### src/flow_arb_pkg.sv
// Widths are fixed here; num_flows must equal 2**flow_idx_width for the index wrap to hold
`default_nettype none

package flow_arb_pkg;

  // --------------------------------------------------------------------------
  // Flow geometry
  // --------------------------------------------------------------------------

  // Number of push flows merged onto the pop stream
  localparam int num_flows = 4;

  // Payload bits carried by each flow
  localparam int data_width = 8;

  // Bits needed to name one flow
  localparam int flow_idx_width = 2;

  // --------------------------------------------------------------------------
  // Shared vector types
  // --------------------------------------------------------------------------

  // One bit per flow: valid, ready, request, can_grant, grant
  typedef logic [num_flows-1:0] flow_vec_t;

  // A single payload word
  typedef logic [data_width-1:0] flow_data_t;

  // All push payloads side by side, flow 0 in the low bits
  typedef logic [num_flows*data_width-1:0] flow_bus_t;

  // Flow number, as shown on pop_flow
  typedef logic [flow_idx_width-1:0] flow_idx_t;

endpackage : flow_arb_pkg

`default_nettype wire

### src/flow_arb_core.sv
// Combinational handshake core; assumes the base arbiter always grants on any request
`timescale 1ns/1ps
`default_nettype none

module flow_arb_core (
  input  wire logic                   clk,
  input  wire logic                   rst_n,
  input  wire flow_arb_pkg::flow_vec_t can_grant,
  input  wire flow_arb_pkg::flow_vec_t grant,
  input  wire flow_arb_pkg::flow_vec_t push_valid,
  input  wire logic                   pop_ready,
  output flow_arb_pkg::flow_vec_t     request,
  output logic                        enable_priority_update,
  output flow_arb_pkg::flow_vec_t     push_ready,
  output logic                        pop_valid
);

  import flow_arb_pkg::*;

  // --------------------------------------------------------------------------
  // Handshake mapping
  // --------------------------------------------------------------------------

  // Every valid flow competes
  assign request = push_valid;

  // Pointer may only move when the pop side takes the item
  assign enable_priority_update = pop_ready;

  // Only the would-be winner is ready, and only without back-pressure
  assign push_ready = {num_flows{pop_ready}} & can_grant;

  // Arbiter always grants, so any valid flow gives a pop item
  // (may drop if the source withdraws, as pop_valid is unstable)
  assign pop_valid = |push_valid;

  // --------------------------------------------------------------------------
  // Protocol checks
  // --------------------------------------------------------------------------

  // At most one flow transfers per cycle
  push_handshake_onehot0_a: assert property (
    @(posedge clk) disable iff (!rst_n) $onehot0(push_valid & push_ready)
  );

  no_push_ready_without_pop_ready_a: assert property (
    @(posedge clk) disable iff (!rst_n) (|push_ready) |-> pop_ready
  );

  // Push and pop transfers happen in the same cycle
  push_handshake_implies_pop_handshake_a: assert property (
    @(posedge clk) disable iff (!rst_n)
      (|(push_valid & push_ready)) |-> (pop_valid && pop_ready)
  );

  // Arbiter view must agree with the mask the core relies on
  grant_is_request_and_can_grant_a: assert property (
    @(posedge clk) disable iff (!rst_n) grant == (request & can_grant)
  );

  for (genvar i = 0; i < num_flows; i++) begin : gen_flow_checks
    // Accepted only when the arbiter picked this flow
    only_accept_on_grant_a: assert property (
      @(posedge clk) disable iff (!rst_n)
        (push_valid[i] && push_ready[i]) |-> grant[i]
    );

    // Source keeps valid up until it is taken
    push_valid_stable_a: assert property (
      @(posedge clk) disable iff (!rst_n)
        (push_valid[i] && !push_ready[i]) |=> push_valid[i]
    );
  end

endmodule : flow_arb_core

`default_nettype wire

### src/flow_arb_rr.sv
// Zero-latency 4-flow round-robin merge; pop_valid and pop data follow push_valid unregistered
`timescale 1ns/1ps
`default_nettype none

module flow_arb_rr (
  input  wire logic                   clk,
  input  wire logic                   rst_n,
  // Push side, one ready/valid pair per flow
  input  wire flow_arb_pkg::flow_vec_t push_valid,
  input  wire flow_arb_pkg::flow_bus_t push_data,
  output flow_arb_pkg::flow_vec_t     push_ready,
  // Pop side
  input  wire logic                   pop_ready,
  output logic                        pop_valid,
  output flow_arb_pkg::flow_data_t    pop_data,
  output flow_arb_pkg::flow_idx_t     pop_flow
);

  import flow_arb_pkg::*;

  // --------------------------------------------------------------------------
  // Core to arbiter wiring
  // --------------------------------------------------------------------------

  flow_vec_t request;
  flow_vec_t can_grant;
  flow_vec_t grant;
  logic      enable_priority_update;

  // Handshake gating
  flow_arb_core flow_arb_core_inst (
    .clk                    (clk),
    .rst_n                  (rst_n),
    .can_grant              (can_grant),
    .grant                  (grant),
    .push_valid             (push_valid),
    .pop_ready              (pop_ready),
    .request                (request),
    .enable_priority_update (enable_priority_update),
    .push_ready             (push_ready),
    .pop_valid              (pop_valid)
  );

  // Round-robin pick, the only state in the design
  rr_arb rr_arb_inst (
    .clk                    (clk),
    .rst_n                  (rst_n),
    .request                (request),
    .enable_priority_update (enable_priority_update),
    .can_grant              (can_grant),
    .grant                  (grant)
  );

  // Payload and index of the winner
  flow_data_mux flow_data_mux_inst (
    .clk       (clk),
    .rst_n     (rst_n),
    .grant     (grant),
    .push_data (push_data),
    .pop_data  (pop_data),
    .pop_flow  (pop_flow)
  );

endmodule : flow_arb_rr

`default_nettype wire

### src/flow_data_mux.sv
// Expects a one-hot or zero grant; with no grant the outputs are index 0 and zero data
`timescale 1ns/1ps
`default_nettype none

module flow_data_mux (
  input  wire logic                   clk,
  input  wire logic                   rst_n,
  input  wire flow_arb_pkg::flow_vec_t grant,
  input  wire flow_arb_pkg::flow_bus_t push_data,
  output flow_arb_pkg::flow_data_t    pop_data,
  output flow_arb_pkg::flow_idx_t     pop_flow
);

  import flow_arb_pkg::*;

  // --------------------------------------------------------------------------
  // Grant encoding
  // --------------------------------------------------------------------------

  // Index of the granted flow
  flow_idx_t sel_idx;
  // Payload slice picked by the index
  flow_data_t sel_data;

  // OR of the set bit positions, valid for one-hot grant
  always_comb begin
    sel_idx = '0;
    for (int i = 0; i < num_flows; i++) begin
      if (grant[i]) begin
        sel_idx = sel_idx | flow_idx_t'(i);
      end
    end
  end

  // --------------------------------------------------------------------------
  // Payload select
  // --------------------------------------------------------------------------

  assign sel_data = push_data[sel_idx*data_width +: data_width];

  // Zero data when nothing is granted
  assign pop_data = (|grant) ? sel_data : '0;
  assign pop_flow = sel_idx;

  // Encoder is only correct for a single set bit
  grant_onehot0_a: assert property (
    @(posedge clk) disable iff (!rst_n) $onehot0(grant)
  );

endmodule : flow_data_mux

`default_nettype wire

### src/rr_arb.sv
// Always grants when any request is set; pointer moves only on an enabled, granted cycle
`timescale 1ns/1ps
`default_nettype none

module rr_arb (
  input  wire logic                   clk,
  input  wire logic                   rst_n,
  input  wire flow_arb_pkg::flow_vec_t request,
  input  wire logic                   enable_priority_update,
  output flow_arb_pkg::flow_vec_t     can_grant,
  output flow_arb_pkg::flow_vec_t     grant
);

  import flow_arb_pkg::*;

  // --------------------------------------------------------------------------
  // Priority state
  // --------------------------------------------------------------------------

  // Flow that has highest priority this cycle
  flow_idx_t ptr;
  // Flow just past the winner, wraps at num_flows
  flow_idx_t next_ptr;

  // --------------------------------------------------------------------------
  // Rotating first-one search
  // --------------------------------------------------------------------------

  // Winning flow and whether any request was seen
  flow_idx_t win_idx;
  logic      found;
  // Flow being looked at in the scan
  flow_idx_t scan_idx;

  always_comb begin
    win_idx  = '0;
    found    = 1'b0;
    scan_idx = ptr;
    // Walk upward from the pointer, wrapping around
    for (int k = 0; k < num_flows; k++) begin
      scan_idx = flow_idx_t'((int'(ptr) + k) % num_flows);
      if (!found && request[scan_idx]) begin
        found   = 1'b1;
        win_idx = scan_idx;
      end
    end
  end

  // One-hot winner, zero when nothing requests
  always_comb begin
    can_grant = '0;
    if (found) begin
      can_grant[win_idx] = 1'b1;
    end
  end

  // Same as can_grant since the search only lands on requesters
  assign grant = can_grant & request;

  // Next highest priority goes to the flow after the winner
  assign next_ptr = (win_idx == flow_idx_t'(num_flows - 1)) ? '0 : win_idx + 1'b1;

  always_ff @(posedge clk) begin
    if (!rst_n) begin
      ptr <= '0;
    end else if (enable_priority_update && (|grant)) begin
      ptr <= next_ptr;
    end
  end

  // --------------------------------------------------------------------------
  // Checks
  // --------------------------------------------------------------------------

  grant_onehot0_a: assert property (
    @(posedge clk) disable iff (!rst_n) $onehot0(grant)
  );

  // Work-conserving: a pending request is always served
  request_implies_grant_a: assert property (
    @(posedge clk) disable iff (!rst_n) (|request) |-> (|grant)
  );

endmodule : rr_arb

`default_nettype wire

### config.mk
export PLATFORM = sky130hd
export DESIGN_NAME = flow_arb_rr
export DESIGN_NICKNAME = d
export VERILOG_FILES = /design/src/flow_arb_pkg.sv /design/src/flow_arb_core.sv /design/src/flow_arb_rr.sv /design/src/flow_data_mux.sv /design/src/rr_arb.sv
export SDC_FILE = /design/constraint.sdc
export NUM_CORES = 1
export LEC_CHECK = 0
export BUFFER_PORTS_ARGS = -buffer_cell sky130_fd_sc_hd__buf_2
export CAP_MARGIN = 0
export CORE_MARGIN = 10
export CORE_UTILIZATION = 29
export CTS_CLUSTER_SIZE = 25
export DETAILED_ROUTE_END_ITERATION = 10
export PLACE_DENSITY = 0.78
export SLEW_MARGIN = 20
export SYNTH_ARGS = -nofsm -noshare
export SYNTH_HDL_FRONTEND = slang
export SYNTH_SLANG_ARGS = --single-unit
### constraint.sdc
create_clock -name clk -period 3.74 [get_ports clk]
set_input_delay 0 -clock clk [delete_from_list [all_inputs] [get_ports clk]]
set_output_delay 0 -clock clk [all_outputs]
set_load 0.01 [all_outputs]
==> impl_metrics.xml, run 1 <==
<?xml version="1.0" encoding="UTF-8"?>
<metrics>
  <group name="worst_setup_path">
    <metric name="critPathTopFamily" unit="">compound AO/OA/AOI/OAI gates</metric>
    <metric name="crit_chain" unit="">a21oi_1 -&gt; o21a_1 -&gt; o22a_1 -&gt; ha_1 -&gt; a22oi_2 -&gt; buf_4 -&gt; mux4_1 -&gt; and2_1 -&gt; buf_2</metric>
    <metric name="crit_fanout" unit="">12</metric>
    <metric name="cp.arrival" unit="ns">2.67</metric>
    <metric name="worstSetupEndpointType" unit="">output port</metric>
    <metric name="cp.buffers_inverters" unit="">2</metric>
    <metric name="worst-endpoint-required" unit="ns">3.74</metric>
    <metric name="timing.setup.critical_path_class" unit="">register to output port</metric>
    <metric name="worstSetupStartpointType" unit="">register</metric>
    <metric name="critical-path-slowest-cell" unit="">sky130_fd_sc_hd__mux4_1</metric>
    <metric name="critPathMaxStageDelay" unit="ns">0.55</metric>
  </group>
  <group name="cts">
    <metric name="cts_setup_buffers" unit="">0</metric>
    <metric name="cts_repair_resize_count" unit="">0</metric>
    <metric name="clock_tree.htree_level_count" unit="">1</metric>
    <metric name="tritoncts.num_buffers" unit="">3</metric>
    <metric name="clock_tree.buffer_depth" unit="">2</metric>
    <metric name="clock-root-buffer" unit="">sky130_fd_sc_hd__clkbuf_4</metric>
    <metric name="hold_buffer_count_at_cts" unit="">0</metric>
    <metric name="cts_tree" unit="">built</metric>
    <metric name="clock_insertion_delay_worst_skew" unit="ns">0.23</metric>
    <metric name="clk_pin_slew_worst_paths" unit="ns">0.03</metric>
    <metric name="cts_num_sinks" unit="">2</metric>
  </group>
  <group name="global_routing">
    <metric name="antenna_found_initial" unit="">0</metric>
    <metric name="grt_remaining_overflow" unit="">0</metric>
    <metric name="number_of_global_route_vias_before_repair" unit="">738</metric>
    <metric name="grt_first_pass_wirelength" unit="µm">3420</metric>
    <metric name="grt_max_degree" unit="">13</metric>
    <metric name="grt.total_usage" unit="%">10.8</metric>
  </group>
  <group name="cells_and_area">
    <metric name="biggest_register" unit="">rr_arb_inst.ptr</metric>
    <metric name="area_growth_from_synthesis_to_final_layout" unit="%">61.1</metric>
    <metric name="final.fill_count" unit="">171</metric>
    <metric name="layout.cells.most_common_list" unit="">sky130_fd_sc_hd__buf_2, sky130_fd_sc_hd__mux2i_1, sky130_fd_sc_hd__inv_1</metric>
    <metric name="footprint_of_the_flip_flops_and_latches" unit="µm²">40.0</metric>
    <metric name="nets" unit="">159</metric>
    <metric name="final_area" unit="µm²">838</metric>
    <metric name="finalCoreUtilization" unit="%">49.1</metric>
    <metric name="layout_commonest_cell" unit="">sky130_fd_sc_hd__buf_2</metric>
    <metric name="n_antenna_cell" unit="">0</metric>
    <metric name="final_cell_count_no_fill" unit="">139</metric>
    <metric name="area_occupied_by_multi_input_gates" unit="µm²">442</metric>
    <metric name="largest_reg_flops" unit="">2</metric>
    <metric name="layout_top_registers" unit="">rr_arb_inst.ptr x2</metric>
    <metric name="drive_above_1_share" unit="%">56.1</metric>
  </group>
  <group name="placed_design">
    <metric name="dp_hpwl" unit="µm">1850</metric>
    <metric name="port-buffer-count" unit="">53</metric>
    <metric name="detailed_place.area" unit="µm²">816</metric>
    <metric name="gp_congestion" unit="">0.769</metric>
    <metric name="placed_cells_incl_taps" unit="">136</metric>
    <metric name="pre_cts_slack" unit="ns">1.26</metric>
  </group>
  <group name="sta">
    <metric name="fin_hold_ws" unit="ns">0.0145</metric>
    <metric name="share_of_the_cycle_needed_by_the_critical_path_after_routing" unit="%">71.3</metric>
    <metric name="fin_tns_setup" unit="ns">0</metric>
    <metric name="finalMaxSlewViolations" unit="">0</metric>
    <metric name="setup_violations" unit="">0</metric>
    <metric name="worst_slew_pin_slew" unit="ns">0.426</metric>
    <metric name="achievable-frequency" unit="GHz">0.375</metric>
    <metric name="final_hold_viol_count" unit="">0</metric>
    <metric name="max-slew-margin-rel" unit="%">71.4</metric>
    <metric name="worst_slack" unit="ns">1.07</metric>
    <metric name="unrepaired_setup_endpoints_after_global_routing" unit="">false</metric>
    <metric name="clock_skew" unit="ns">0.000404</metric>
    <metric name="layout_min_cycle_time" unit="ns">2.67</metric>
  </group>
  <group name="synth">
    <metric name="synth_area_per_cell" unit="µm²">8.97</metric>
    <metric name="synthTopCellsByArea" unit="">sky130_fd_sc_hd__mux4_2, sky130_fd_sc_hd__mux2i_1, sky130_fd_sc_hd__ha_1</metric>
    <metric name="synth_edf_count" unit="">0</metric>
    <metric name="syn-num-nets" unit="">101</metric>
    <metric name="predominant_post_synthesis_flop_cell" unit="">sky130_fd_sc_hd__dfxtp_1</metric>
    <metric name="syn-cell-area" unit="µm²">520</metric>
    <metric name="yosys.area.top_type_share" unit="%">17.3</metric>
    <metric name="synth_warnings" unit="">0</metric>
    <metric name="portion_of_the_post_synthesis_area_used_by_sequential_elements" unit="%">7.69</metric>
    <metric name="asyncSetResetFlopFracSynth" unit="%">0</metric>
    <metric name="netlist_instances" unit="">58</metric>
    <metric name="synth.distinct_cells" unit="">25</metric>
    <metric name="yosys.area.top_type" unit="">sky130_fd_sc_hd__mux4_2</metric>
    <metric name="yosys_register_bits" unit="">2</metric>
  </group>
  <group name="die">
    <metric name="placementRows" unit="">15</metric>
    <metric name="fp.dieArea" unit="µm²">3890</metric>
    <metric name="die_h" unit="µm">62.4</metric>
    <metric name="core_area" unit="µm²">1710</metric>
    <metric name="design.portCount" unit="">54</metric>
    <metric name="die_width" unit="µm">62.4</metric>
    <metric name="start_util" unit="%">30.5</metric>
  </group>
  <group name="detailed_routing">
    <metric name="drt_first_pass_iters" unit="">4</metric>
    <metric name="routed_via_density" unit="">4.81</metric>
    <metric name="route.final.wire_length" unit="µm">2080</metric>
    <metric name="detail-route-antenna-nets" unit="">0</metric>
    <metric name="number_of_drc_markers_in_iteration_0" unit="">9</metric>
    <metric name="count_of_vias_placed_by_the_detailed_router" unit="">669</metric>
    <metric name="drc" unit="">0</metric>
    <metric name="routedWlPerCell" unit="µm">15.0</metric>
  </group>
  <group name="power_and_ir_drop">
    <metric name="static-leakage-power" unit="nW">0.500</metric>
    <metric name="peak_supply_drop" unit="V">0.000118</metric>
    <metric name="power" unit="mW">0.223</metric>
    <metric name="cellPowerDensity" unit="nW/µm²">266</metric>
  </group>
  <group name="run_status">
    <metric name="result_of_the_run" unit="">finished clean</metric>
  </group>
  <group name="job">
    <metric name="timing.max_cap.violations" unit="">0</metric>
  </group>
  <group name="min_path">
    <metric name="min_delay_path_class" unit="">input port to register</metric>
  </group>
</metrics>
==> cell families (layout without fill, tap and decap cells) <==
family,after synthesis,count (layout),synth area share [%]
and+or+nand+nor,17,17,19.0
AOI/OAI and AO/OA,15,15,20.4
muxes,12,12,35.8
buffers and inverters,8,64,7.45
adders and majority gates,4,4,9.62
DFF,2,2,7.69
==> routing by layer <==
layer / vias to the layer above / share of wire, % / track usage, %
met5: - / 0 / 0
met4: 0 / 5.1 / 7.54
met3: 10 / 4.0 / 3.23
met2: 19 / 59 / 22.1
met1: 303 / 31 / 8.22
li1: 337 / - / -
==> worst paths after layout <==
check                                  start                         endpoint  slack [ns]  cells past startpoint
max          rr_arb_inst.ptr[1]$_SDFFE_PN0P_                      pop_data[6]        1.07                      9
min                                    rst_n  rr_arb_inst.ptr[0]$_SDFFE_PN0P_        0.01                      3
max reg2reg  rr_arb_inst.ptr[1]$_SDFFE_PN0P_  rr_arb_inst.ptr[1]$_SDFFE_PN0P_        1.27                     10
min reg2reg  rr_arb_inst.ptr[0]$_SDFFE_PN0P_  rr_arb_inst.ptr[0]$_SDFFE_PN0P_        0.53                      2
==> Yosys cell counts, types with 2 or more instances <==
master	n
sky130_fd_sc_hd__a21oi_1	5
sky130_fd_sc_hd__a22oi_1	2
sky130_fd_sc_hd__and2_1	5
sky130_fd_sc_hd__and3_1	4
sky130_fd_sc_hd__dfxtp_1	2
sky130_fd_sc_hd__ha_1	4
sky130_fd_sc_hd__inv_1	6
sky130_fd_sc_hd__mux2i_1	7
sky130_fd_sc_hd__mux4_2	4
sky130_fd_sc_hd__nand2_1	2
sky130_fd_sc_hd__o22ai_1	3
==> report_power, final <==
part	switching, mW	leakage, nW	internal (mW)	total (mW)
registers	0.00308	0.0164	0.0241	0.0272
clock network	0.0140	0.0138	0.0355	0.0495
logic	0.0710	0.469	0.0754	0.146
==> area by class of cell <==
cell class / instances / area share [%]
multi-input cells: 48 / 52.7
repair buffers: 55 / 33.4
flip-flops and latches: 2 / 4.78
well taps: 25 / 3.73
clock buffers: 3 / 2.69
inverters: 6 / 2.69
==> worst min-delay path, delay by kind of cell <==
| family | cells | cell delay [ns] |
|---|---|---|
| buf+inv | 2 | 0.15 |
| compound gates | 1 | 0.04 |
(Power assumes the default switching activity.)
==> run 2: changes to the inputs <==
--- a/config.mk
+++ b/config.mk
@@ -11,7 +11,7 @@
 export CORE_UTILIZATION = 29
 export CTS_CLUSTER_SIZE = 25
 export DETAILED_ROUTE_END_ITERATION = 10
-export PLACE_DENSITY = 0.78
+export PLACE_DENSITY = 0.81
 export SLEW_MARGIN = 20
 export SYNTH_ARGS = -nofsm -noshare
 export SYNTH_HDL_FRONTEND = slang
==> constraint.sdc (replaced) <==
create_clock -name clk -period 2.2 [get_ports clk]
set_input_delay 0 -clock clk [delete_from_list [all_inputs] [get_ports clk]]
set_output_delay 0 -clock clk [all_outputs]
set_load 0.01 [all_outputs]
==> impl_metrics.xml, run 2 (synthesized netlist as in run 1, its figures left out) <==
<?xml version="1.0" encoding="UTF-8"?>
<metrics>
  <group name="worst_setup_path">
    <metric name="cp.arrival" unit="ns">2.40</metric>
    <metric name="critical-path-slowest-cell" unit="">sky130_fd_sc_hd__mux4_2</metric>
    <metric name="critPathTopFamily" unit="">compound AO/OA/AOI/OAI gates</metric>
    <metric name="worst-endpoint-required" unit="ns">2.20</metric>
    <metric name="rrSetupSlack" unit="ns">0.22</metric>
    <metric name="cp.buffers_inverters" unit="">2</metric>
    <metric name="timing.rr.start" unit="">rr_arb_inst.ptr[1]$_SDFFE_PN0P_</metric>
    <metric name="timing.setup.critical_path_class" unit="">register to output port</metric>
    <metric name="crit_fanout" unit="">6</metric>
    <metric name="critPathMaxStageDelay" unit="ns">0.48</metric>
    <metric name="worstSetupEndpointType" unit="">output port</metric>
    <metric name="crit_chain" unit="">a21oi_2 -&gt; o21a_1 -&gt; o22a_1 -&gt; ha_2 -&gt; a22oi_2 -&gt; buf_4 -&gt; mux4_2 -&gt; and2_1 -&gt; buf_2</metric>
    <metric name="number_of_cells_on_the_worst_reg_to_reg_path" unit="">10</metric>
    <metric name="worstSetupStartpointType" unit="">register</metric>
    <metric name="worst_r2r_endpoint" unit="">rr_arb_inst.ptr[1]$_SDFFE_PN0P_</metric>
  </group>
  <group name="job">
    <metric name="timing.max_cap.violations" unit="">0</metric>
  </group>
  <group name="cells_and_area">
    <metric name="biggest_register" unit="">rr_arb_inst.ptr</metric>
    <metric name="area_growth_from_synthesis_to_final_layout" unit="%">88.5</metric>
    <metric name="final_area" unit="µm²">981</metric>
    <metric name="layout.cells.most_common_list" unit="">sky130_fd_sc_hd__buf_2, sky130_fd_sc_hd__buf_4, sky130_fd_sc_hd__mux2i_1</metric>
    <metric name="drive_above_1_share" unit="%">70.1</metric>
    <metric name="final.fill_count" unit="">146</metric>
    <metric name="layout_top_registers" unit="">rr_arb_inst.ptr x2</metric>
    <metric name="nets" unit="">172</metric>
    <metric name="layout_commonest_cell" unit="">sky130_fd_sc_hd__buf_2</metric>
    <metric name="largest_reg_flops" unit="">2</metric>
    <metric name="n_antenna_cell" unit="">0</metric>
  </group>
  <group name="global_routing">
    <metric name="grt.total_usage" unit="%">12.2</metric>
    <metric name="groute.layer.met3.usage" unit="%">3.94</metric>
    <metric name="top_usage_layer" unit="">met2</metric>
    <metric name="global_route.usage.met2" unit="%">24.0</metric>
    <metric name="grt_first_pass_wirelength" unit="µm">3870</metric>
    <metric name="antenna_found_initial" unit="">0</metric>
    <metric name="number_of_global_route_vias_before_repair" unit="">841</metric>
    <metric name="grt_max_degree" unit="">9</metric>
    <metric name="grt_remaining_overflow" unit="">0</metric>
    <metric name="met1_use_gr" unit="%">9.12</metric>
  </group>
  <group name="cts">
    <metric name="clock_insertion_delay_worst_skew" unit="ns">0.24</metric>
    <metric name="clk_pin_slew_worst_paths" unit="ns">0.03</metric>
    <metric name="clock_tree.htree_level_count" unit="">1</metric>
    <metric name="clock-root-buffer" unit="">sky130_fd_sc_hd__clkbuf_4</metric>
    <metric name="tritoncts.num_buffers" unit="">3</metric>
    <metric name="cts_num_sinks" unit="">2</metric>
    <metric name="clock_tree.buffer_depth" unit="">2</metric>
    <metric name="cts_tree" unit="">built</metric>
    <metric name="hold_buffer_count_at_cts" unit="">0</metric>
  </group>
  <group name="die">
    <metric name="placementRows" unit="">15</metric>
    <metric name="core_area" unit="µm²">1710</metric>
    <metric name="fp.dieArea" unit="µm²">3890</metric>
    <metric name="die_h" unit="µm">62.4</metric>
    <metric name="start_util" unit="%">30.5</metric>
    <metric name="die_width" unit="µm">62.4</metric>
    <metric name="design.portCount" unit="">54</metric>
  </group>
  <group name="detailed_routing">
    <metric name="routedWlPerCell" unit="µm">16.3</metric>
    <metric name="detail-route-antenna-nets" unit="">0</metric>
    <metric name="drt_first_pass_iters" unit="">4</metric>
    <metric name="drc" unit="">0</metric>
    <metric name="routed_via_density" unit="">4.97</metric>
    <metric name="route.final.wire_length" unit="µm">2470</metric>
    <metric name="number_of_drc_markers_in_iteration_0" unit="">12</metric>
    <metric name="count_of_vias_placed_by_the_detailed_router" unit="">756</metric>
  </group>
  <group name="placed_design">
    <metric name="pre_cts_slack" unit="ns">-0.125</metric>
    <metric name="port-buffer-count" unit="">53</metric>
    <metric name="detailed_place.area" unit="µm²">883</metric>
    <metric name="dp_hpwl" unit="µm">1980</metric>
    <metric name="gp_congestion" unit="">0.765</metric>
  </group>
  <group name="sta">
    <metric name="clock_skew" unit="ns">0.0116</metric>
    <metric name="finalMaxSlewViolations" unit="">0</metric>
    <metric name="achievable-frequency" unit="GHz">0.416</metric>
    <metric name="final_hold_viol_count" unit="">0</metric>
    <metric name="max-slew-margin-rel" unit="%">83.1</metric>
    <metric name="worst_slack" unit="ns">-0.204</metric>
    <metric name="layout_min_cycle_time" unit="ns">2.40</metric>
    <metric name="setup_violations" unit="">8</metric>
    <metric name="unrepaired_setup_endpoints_after_global_routing" unit="">true</metric>
    <metric name="share_of_the_cycle_needed_by_the_critical_path_after_routing" unit="%">109</metric>
    <metric name="worst_slew_pin_slew" unit="ns">0.251</metric>
  </group>
  <group name="min_path">
    <metric name="holdCritStartpoint" unit="">rst_n</metric>
    <metric name="worst_hold_path.num_cells" unit="">3</metric>
    <metric name="min_delay_path_class" unit="">input port to register</metric>
    <metric name="timing.hold.worst_endpoint" unit="">rr_arb_inst.ptr[1]$_SDFFE_PN0P_</metric>
  </group>
  <group name="run_status">
    <metric name="failed_checks" unit="">negative setup slack</metric>
    <metric name="result_of_the_run" unit="">complete, but fails checks</metric>
  </group>
  <group name="power_and_ir_drop">
    <metric name="static-leakage-power" unit="nW">0.561</metric>
    <metric name="peak_supply_drop" unit="V">0.000235</metric>
    <metric name="cellPowerDensity" unit="nW/µm²">465</metric>
  </group>
</metrics>
==> run 2: cell types whose count changed in the layout (fill, tap and decap cells not counted), sizes merged <==
cell,previous run,this run
buf,55,68
==> run 2: cell type report <==
cell class | count | area (µm²) | area share (%)
clock buffers | 3 | 22.5 | 2.30
inverters | 6 | 22.5 | 2.30
multi-input cells | 48 | 475 | 48.5
flip-flops and latches | 2 | 43.8 | 4.46
well taps | 25 | 31.3 | 3.19
repair buffers | 68 | 385 | 39.3
==> run 2: metal layers <==
| metal | part of all wire, % | vias to the layer above | wire length [µm] |
|---|---|---|---|
| met5 | 0 | - | 0 |
| met4 | 4.6 | 0 | 113 |
| met3 | 2.6 | 10 | 65 |
| met2 | 62 | 24 | 1530 |
| met1 | 31 | 356 | 762 |
| li1 | - | 366 | - |
==> run 2: worst max path at each step <==
stage	depth (start not counted)	slack, ns	endpoint	from
final	9	-0.20	pop_data[6]	rr_arb_inst.ptr[1]$_SDFFE_PN0P_
after global routing	10	-0.28	pop_data[3]	rr_arb_inst.ptr[1]$_SDFFE_PN0P_
after CTS	9	-0.24	pop_data[0]	rr_arb_inst.ptr[1]$_SDFFE_PN0P_
after detailed placement	9	-0.12	pop_data[0]	rr_arb_inst.ptr[1]$_SDFFE_PN0P_
after global placement	9	-0.05	pop_data[0]	rr_arb_inst.ptr[1]$_SDFFE_PN0P_
after floorplan	8	0.04	pop_data[0]	rr_arb_inst.ptr[1]$_SDFFE_PN0P_
==> run 2: metrics by stage <==
step,utilization [%],power [mW],setup TNS (ns),hold slack [ns],std cells
floorplan,-,0.200,0,0.106,58
global placement,51.7,0.323,-0.159,0.249,145
detailed placement,51.7,0.334,-0.554,0.262,145
CTS,55.5,0.438,-1.50,0.0157,150
global route,57.4,0.486,-1.89,0.0595,152
finish,57.4,0.456,-1.22,0.0310,152
==> run 2: repair_timing <==
action                     4_1_cts  5_1_grt
setup endpoints to repair       11       10
pin swaps                        8        6
buffers inserted                 2        2
resized for setup               10        5
==> run 2: worst reg2reg max path: cells and delay by family (launching register included) <==
kind	cells	cell delay [ns]
AOI/OAI and AO/OA	3	0.56
adders and majority gates	1	0.20
buffers and inverters	2	0.22
DFF	1	0.37
muxes	1	0.19
and+or+nand+nor	3	0.35
==> run 2: report_power, final <==
part | internal [mW] | switching (mW) | total [mW]
combinational | 0.177 | 0.145 | 0.322
sequential | 0.0411 | 0.00506 | 0.0462
clock | 0.0607 | 0.0274 | 0.0882
==> run 3: changes to the inputs <==
--- a/config.mk
+++ b/config.mk
@@ -8,10 +8,10 @@
 export BUFFER_PORTS_ARGS = -buffer_cell sky130_fd_sc_hd__buf_2
 export CAP_MARGIN = 0
 export CORE_MARGIN = 10
-export CORE_UTILIZATION = 29
+export CORE_UTILIZATION = 30
 export CTS_CLUSTER_SIZE = 25
 export DETAILED_ROUTE_END_ITERATION = 10
-export PLACE_DENSITY = 0.81
+export PLACE_DENSITY = 0.79
 export SLEW_MARGIN = 20
 export SYNTH_ARGS = -nofsm -noshare
 export SYNTH_HDL_FRONTEND = slang
==> impl_metrics.xml, run 3 (synthesized netlist as in run 1, its figures left out) <==
<?xml version="1.0" encoding="UTF-8"?>
<metrics>
  <group name="global_routing">
    <metric name="met1_use_gr" unit="%">11.4</metric>
    <metric name="antenna_found_initial" unit="">0</metric>
    <metric name="grt_max_degree" unit="">10</metric>
    <metric name="grt_first_pass_wirelength" unit="µm">3340</metric>
    <metric name="grt.total_usage" unit="%">11.4</metric>
    <metric name="number_of_global_route_vias_before_repair" unit="">756</metric>
    <metric name="groute.layer.met3.usage" unit="%">2.88</metric>
    <metric name="global_route.usage.met2" unit="%">22.1</metric>
    <metric name="grt_remaining_overflow" unit="">0</metric>
    <metric name="top_usage_layer" unit="">met2</metric>
  </group>
  <group name="cts">
    <metric name="cts_num_sinks" unit="">2</metric>
    <metric name="clock_insertion_delay_worst_skew" unit="ns">0.23</metric>
    <metric name="cts_tree" unit="">built</metric>
    <metric name="tritoncts.num_buffers" unit="">3</metric>
    <metric name="clock_tree.buffer_depth" unit="">2</metric>
    <metric name="clock_tree.htree_level_count" unit="">1</metric>
    <metric name="clock-root-buffer" unit="">sky130_fd_sc_hd__clkbuf_4</metric>
    <metric name="clk_pin_slew_worst_paths" unit="ns">0.03</metric>
  </group>
  <group name="detailed_routing">
    <metric name="route.final.wire_length" unit="µm">2530</metric>
    <metric name="drc" unit="">0</metric>
    <metric name="detail-route-antenna-nets" unit="">0</metric>
    <metric name="routedWlPerCell" unit="µm">18.0</metric>
    <metric name="count_of_vias_placed_by_the_detailed_router" unit="">746</metric>
    <metric name="routed_via_density" unit="">5.29</metric>
    <metric name="number_of_drc_markers_in_iteration_0" unit="">9</metric>
    <metric name="drt_first_pass_iters" unit="">4</metric>
  </group>
  <group name="sta">
    <metric name="worst_slew_pin_slew" unit="ns">0.280</metric>
    <metric name="layout_min_cycle_time" unit="ns">2.41</metric>
    <metric name="unrepaired_setup_endpoints_after_global_routing" unit="">true</metric>
    <metric name="clock_skew" unit="ns">0.00336</metric>
    <metric name="finalMaxSlewViolations" unit="">0</metric>
    <metric name="setup_violations" unit="">8</metric>
    <metric name="fin_tns_setup" unit="ns">-1.12</metric>
    <metric name="fin_hold_ws" unit="ns">0.0927</metric>
    <metric name="achievable-frequency" unit="GHz">0.415</metric>
    <metric name="max-slew-margin-rel" unit="%">81.3</metric>
    <metric name="worst_slack" unit="ns">-0.210</metric>
    <metric name="final_hold_viol_count" unit="">0</metric>
    <metric name="share_of_the_cycle_needed_by_the_critical_path_after_routing" unit="%">110</metric>
  </group>
  <group name="placed_design">
    <metric name="gp_congestion" unit="">0.881</metric>
    <metric name="port-buffer-count" unit="">53</metric>
    <metric name="placed_cells_incl_taps" unit="">133</metric>
    <metric name="pre_cts_slack" unit="ns">-0.0728</metric>
    <metric name="detailed_place.area" unit="µm²">850</metric>
    <metric name="dp_hpwl" unit="µm">2010</metric>
  </group>
  <group name="worst_setup_path">
    <metric name="rrSetupSlack" unit="ns">0.11</metric>
    <metric name="timing.setup.critical_path_class" unit="">register to output port</metric>
    <metric name="worst-endpoint-required" unit="ns">2.20</metric>
    <metric name="worstSetupEndpointType" unit="">output port</metric>
    <metric name="cp.arrival" unit="ns">2.41</metric>
    <metric name="worstSetupStartpointType" unit="">register</metric>
    <metric name="crit_fanout" unit="">6</metric>
  </group>
  <group name="min_path">
    <metric name="min_delay_path_class" unit="">input port to register</metric>
  </group>
  <group name="cells_and_area">
    <metric name="finalCoreUtilization" unit="%">62.1</metric>
    <metric name="nets" unit="">170</metric>
    <metric name="final_area" unit="µm²">978</metric>
    <metric name="layout_top_registers" unit="">rr_arb_inst.ptr x2</metric>
    <metric name="layout.cells.most_common_list" unit="">sky130_fd_sc_hd__buf_2, sky130_fd_sc_hd__buf_4, sky130_fd_sc_hd__mux2i_1</metric>
    <metric name="largest_reg_flops" unit="">2</metric>
    <metric name="layout_commonest_cell" unit="">sky130_fd_sc_hd__buf_2</metric>
    <metric name="final_cell_count_no_fill" unit="">141</metric>
    <metric name="n_antenna_cell" unit="">0</metric>
    <metric name="biggest_register" unit="">rr_arb_inst.ptr</metric>
    <metric name="final.fill_count" unit="">142</metric>
    <metric name="drive_above_1_share" unit="%">68.8</metric>
    <metric name="area_growth_from_synthesis_to_final_layout" unit="%">88.0</metric>
  </group>
  <group name="die">
    <metric name="placementRows" unit="">14</metric>
    <metric name="design.portCount" unit="">54</metric>
    <metric name="core_area" unit="µm²">1580</metric>
    <metric name="die_h" unit="µm">61.7</metric>
    <metric name="start_util" unit="%">33.0</metric>
    <metric name="fp.dieArea" unit="µm²">3800</metric>
    <metric name="die_width" unit="µm">61.7</metric>
  </group>
  <group name="power_and_ir_drop">
    <metric name="power" unit="mW">0.458</metric>
    <metric name="comb_power_share" unit="%">71.5</metric>
    <metric name="clkPwrFrac" unit="%">18.4</metric>
    <metric name="power_frac_seq" unit="%">10.1</metric>
    <metric name="internal" unit="mW">0.282</metric>
    <metric name="power.net_switching" unit="mW">0.176</metric>
    <metric name="netSwitchingFraction" unit="%">38.5</metric>
    <metric name="peak_supply_drop" unit="V">0.000230</metric>
    <metric name="static-leakage-power" unit="nW">0.557</metric>
    <metric name="cellPowerDensity" unit="nW/µm²">468</metric>
  </group>
  <group name="job">
    <metric name="timing.max_cap.violations" unit="">0</metric>
  </group>
  <group name="run_status">
    <metric name="failed_checks" unit="">negative setup slack</metric>
    <metric name="result_of_the_run" unit="">complete, but fails checks</metric>
  </group>
</metrics>
[run 3: layer usage]
metal,part of all wire (%),routed length [µm]
met1,34,850
met4,1.3,34
met2,62,1580
met3,2.8,71
met5,0,0
[run 3: worst max-delay path, stage by stage (launching register included)]
cell and delay [ns]:
sky130_fd_sc_hd__dfxtp_4 0.37, sky130_fd_sc_hd__a21oi_2 0.06, sky130_fd_sc_hd__o21a_1 0.17, sky130_fd_sc_hd__o22a_2 0.25, sky130_fd_sc_hd__ha_4 0.17, sky130_fd_sc_hd__a22oi_2 0.22
sky130_fd_sc_hd__buf_4 0.16, sky130_fd_sc_hd__mux4_2 0.51, sky130_fd_sc_hd__and2_4 0.16, sky130_fd_sc_hd__buf_6 0.11
[run 3: repair_timing]
item                       in CTS  in global routing
hold buffers                    1                  0
hold endpoints to repair        1                  0
gates resized for setup         9                 11
pin swaps                       6                  7
setup endpoints to repair       8                  9
setup buffers                   3                  2
[run 3: final timing paths]
kind,start,end,depth (start not counted)
setup / recovery,rr_arb_inst.ptr[1]$_SDFFE_PN0P_,pop_data[4],9
setup reg to reg,rr_arb_inst.ptr[1]$_SDFFE_PN0P_,rr_arb_inst.ptr[1]$_SDFFE_PN0P_,10
hold / removal,pop_ready,rr_arb_inst.ptr[0]$_SDFFE_PN0P_,2
hold reg to reg,rr_arb_inst.ptr[1]$_SDFFE_PN0P_,rr_arb_inst.ptr[1]$_SDFFE_PN0P_,2
[run 3: power by group through the flow]
stage	logic, mW	registers, mW	clock network, mW
after global placement	0.267	0.0450	0
after detailed placement	0.276	0.0457	0
after CTS	0.295	0.0457	0.0862
after global routing	0.353	0.0463	0.0887
final	0.328	0.0461	0.0843
after floorplan	0.155	0.0450	0
[run 3: cell type report]
type	count	area [µm²]	share of cell area (%)
Clock buffer	3	22.5	2.30
Inverter	6	22.5	2.30
Multi-Input combinational cell	48	482	49.2
Sequential cell	2	43.8	4.48
Tap cell	16	20.0	2.05
Timing Repair Buffer	66	388	39.6
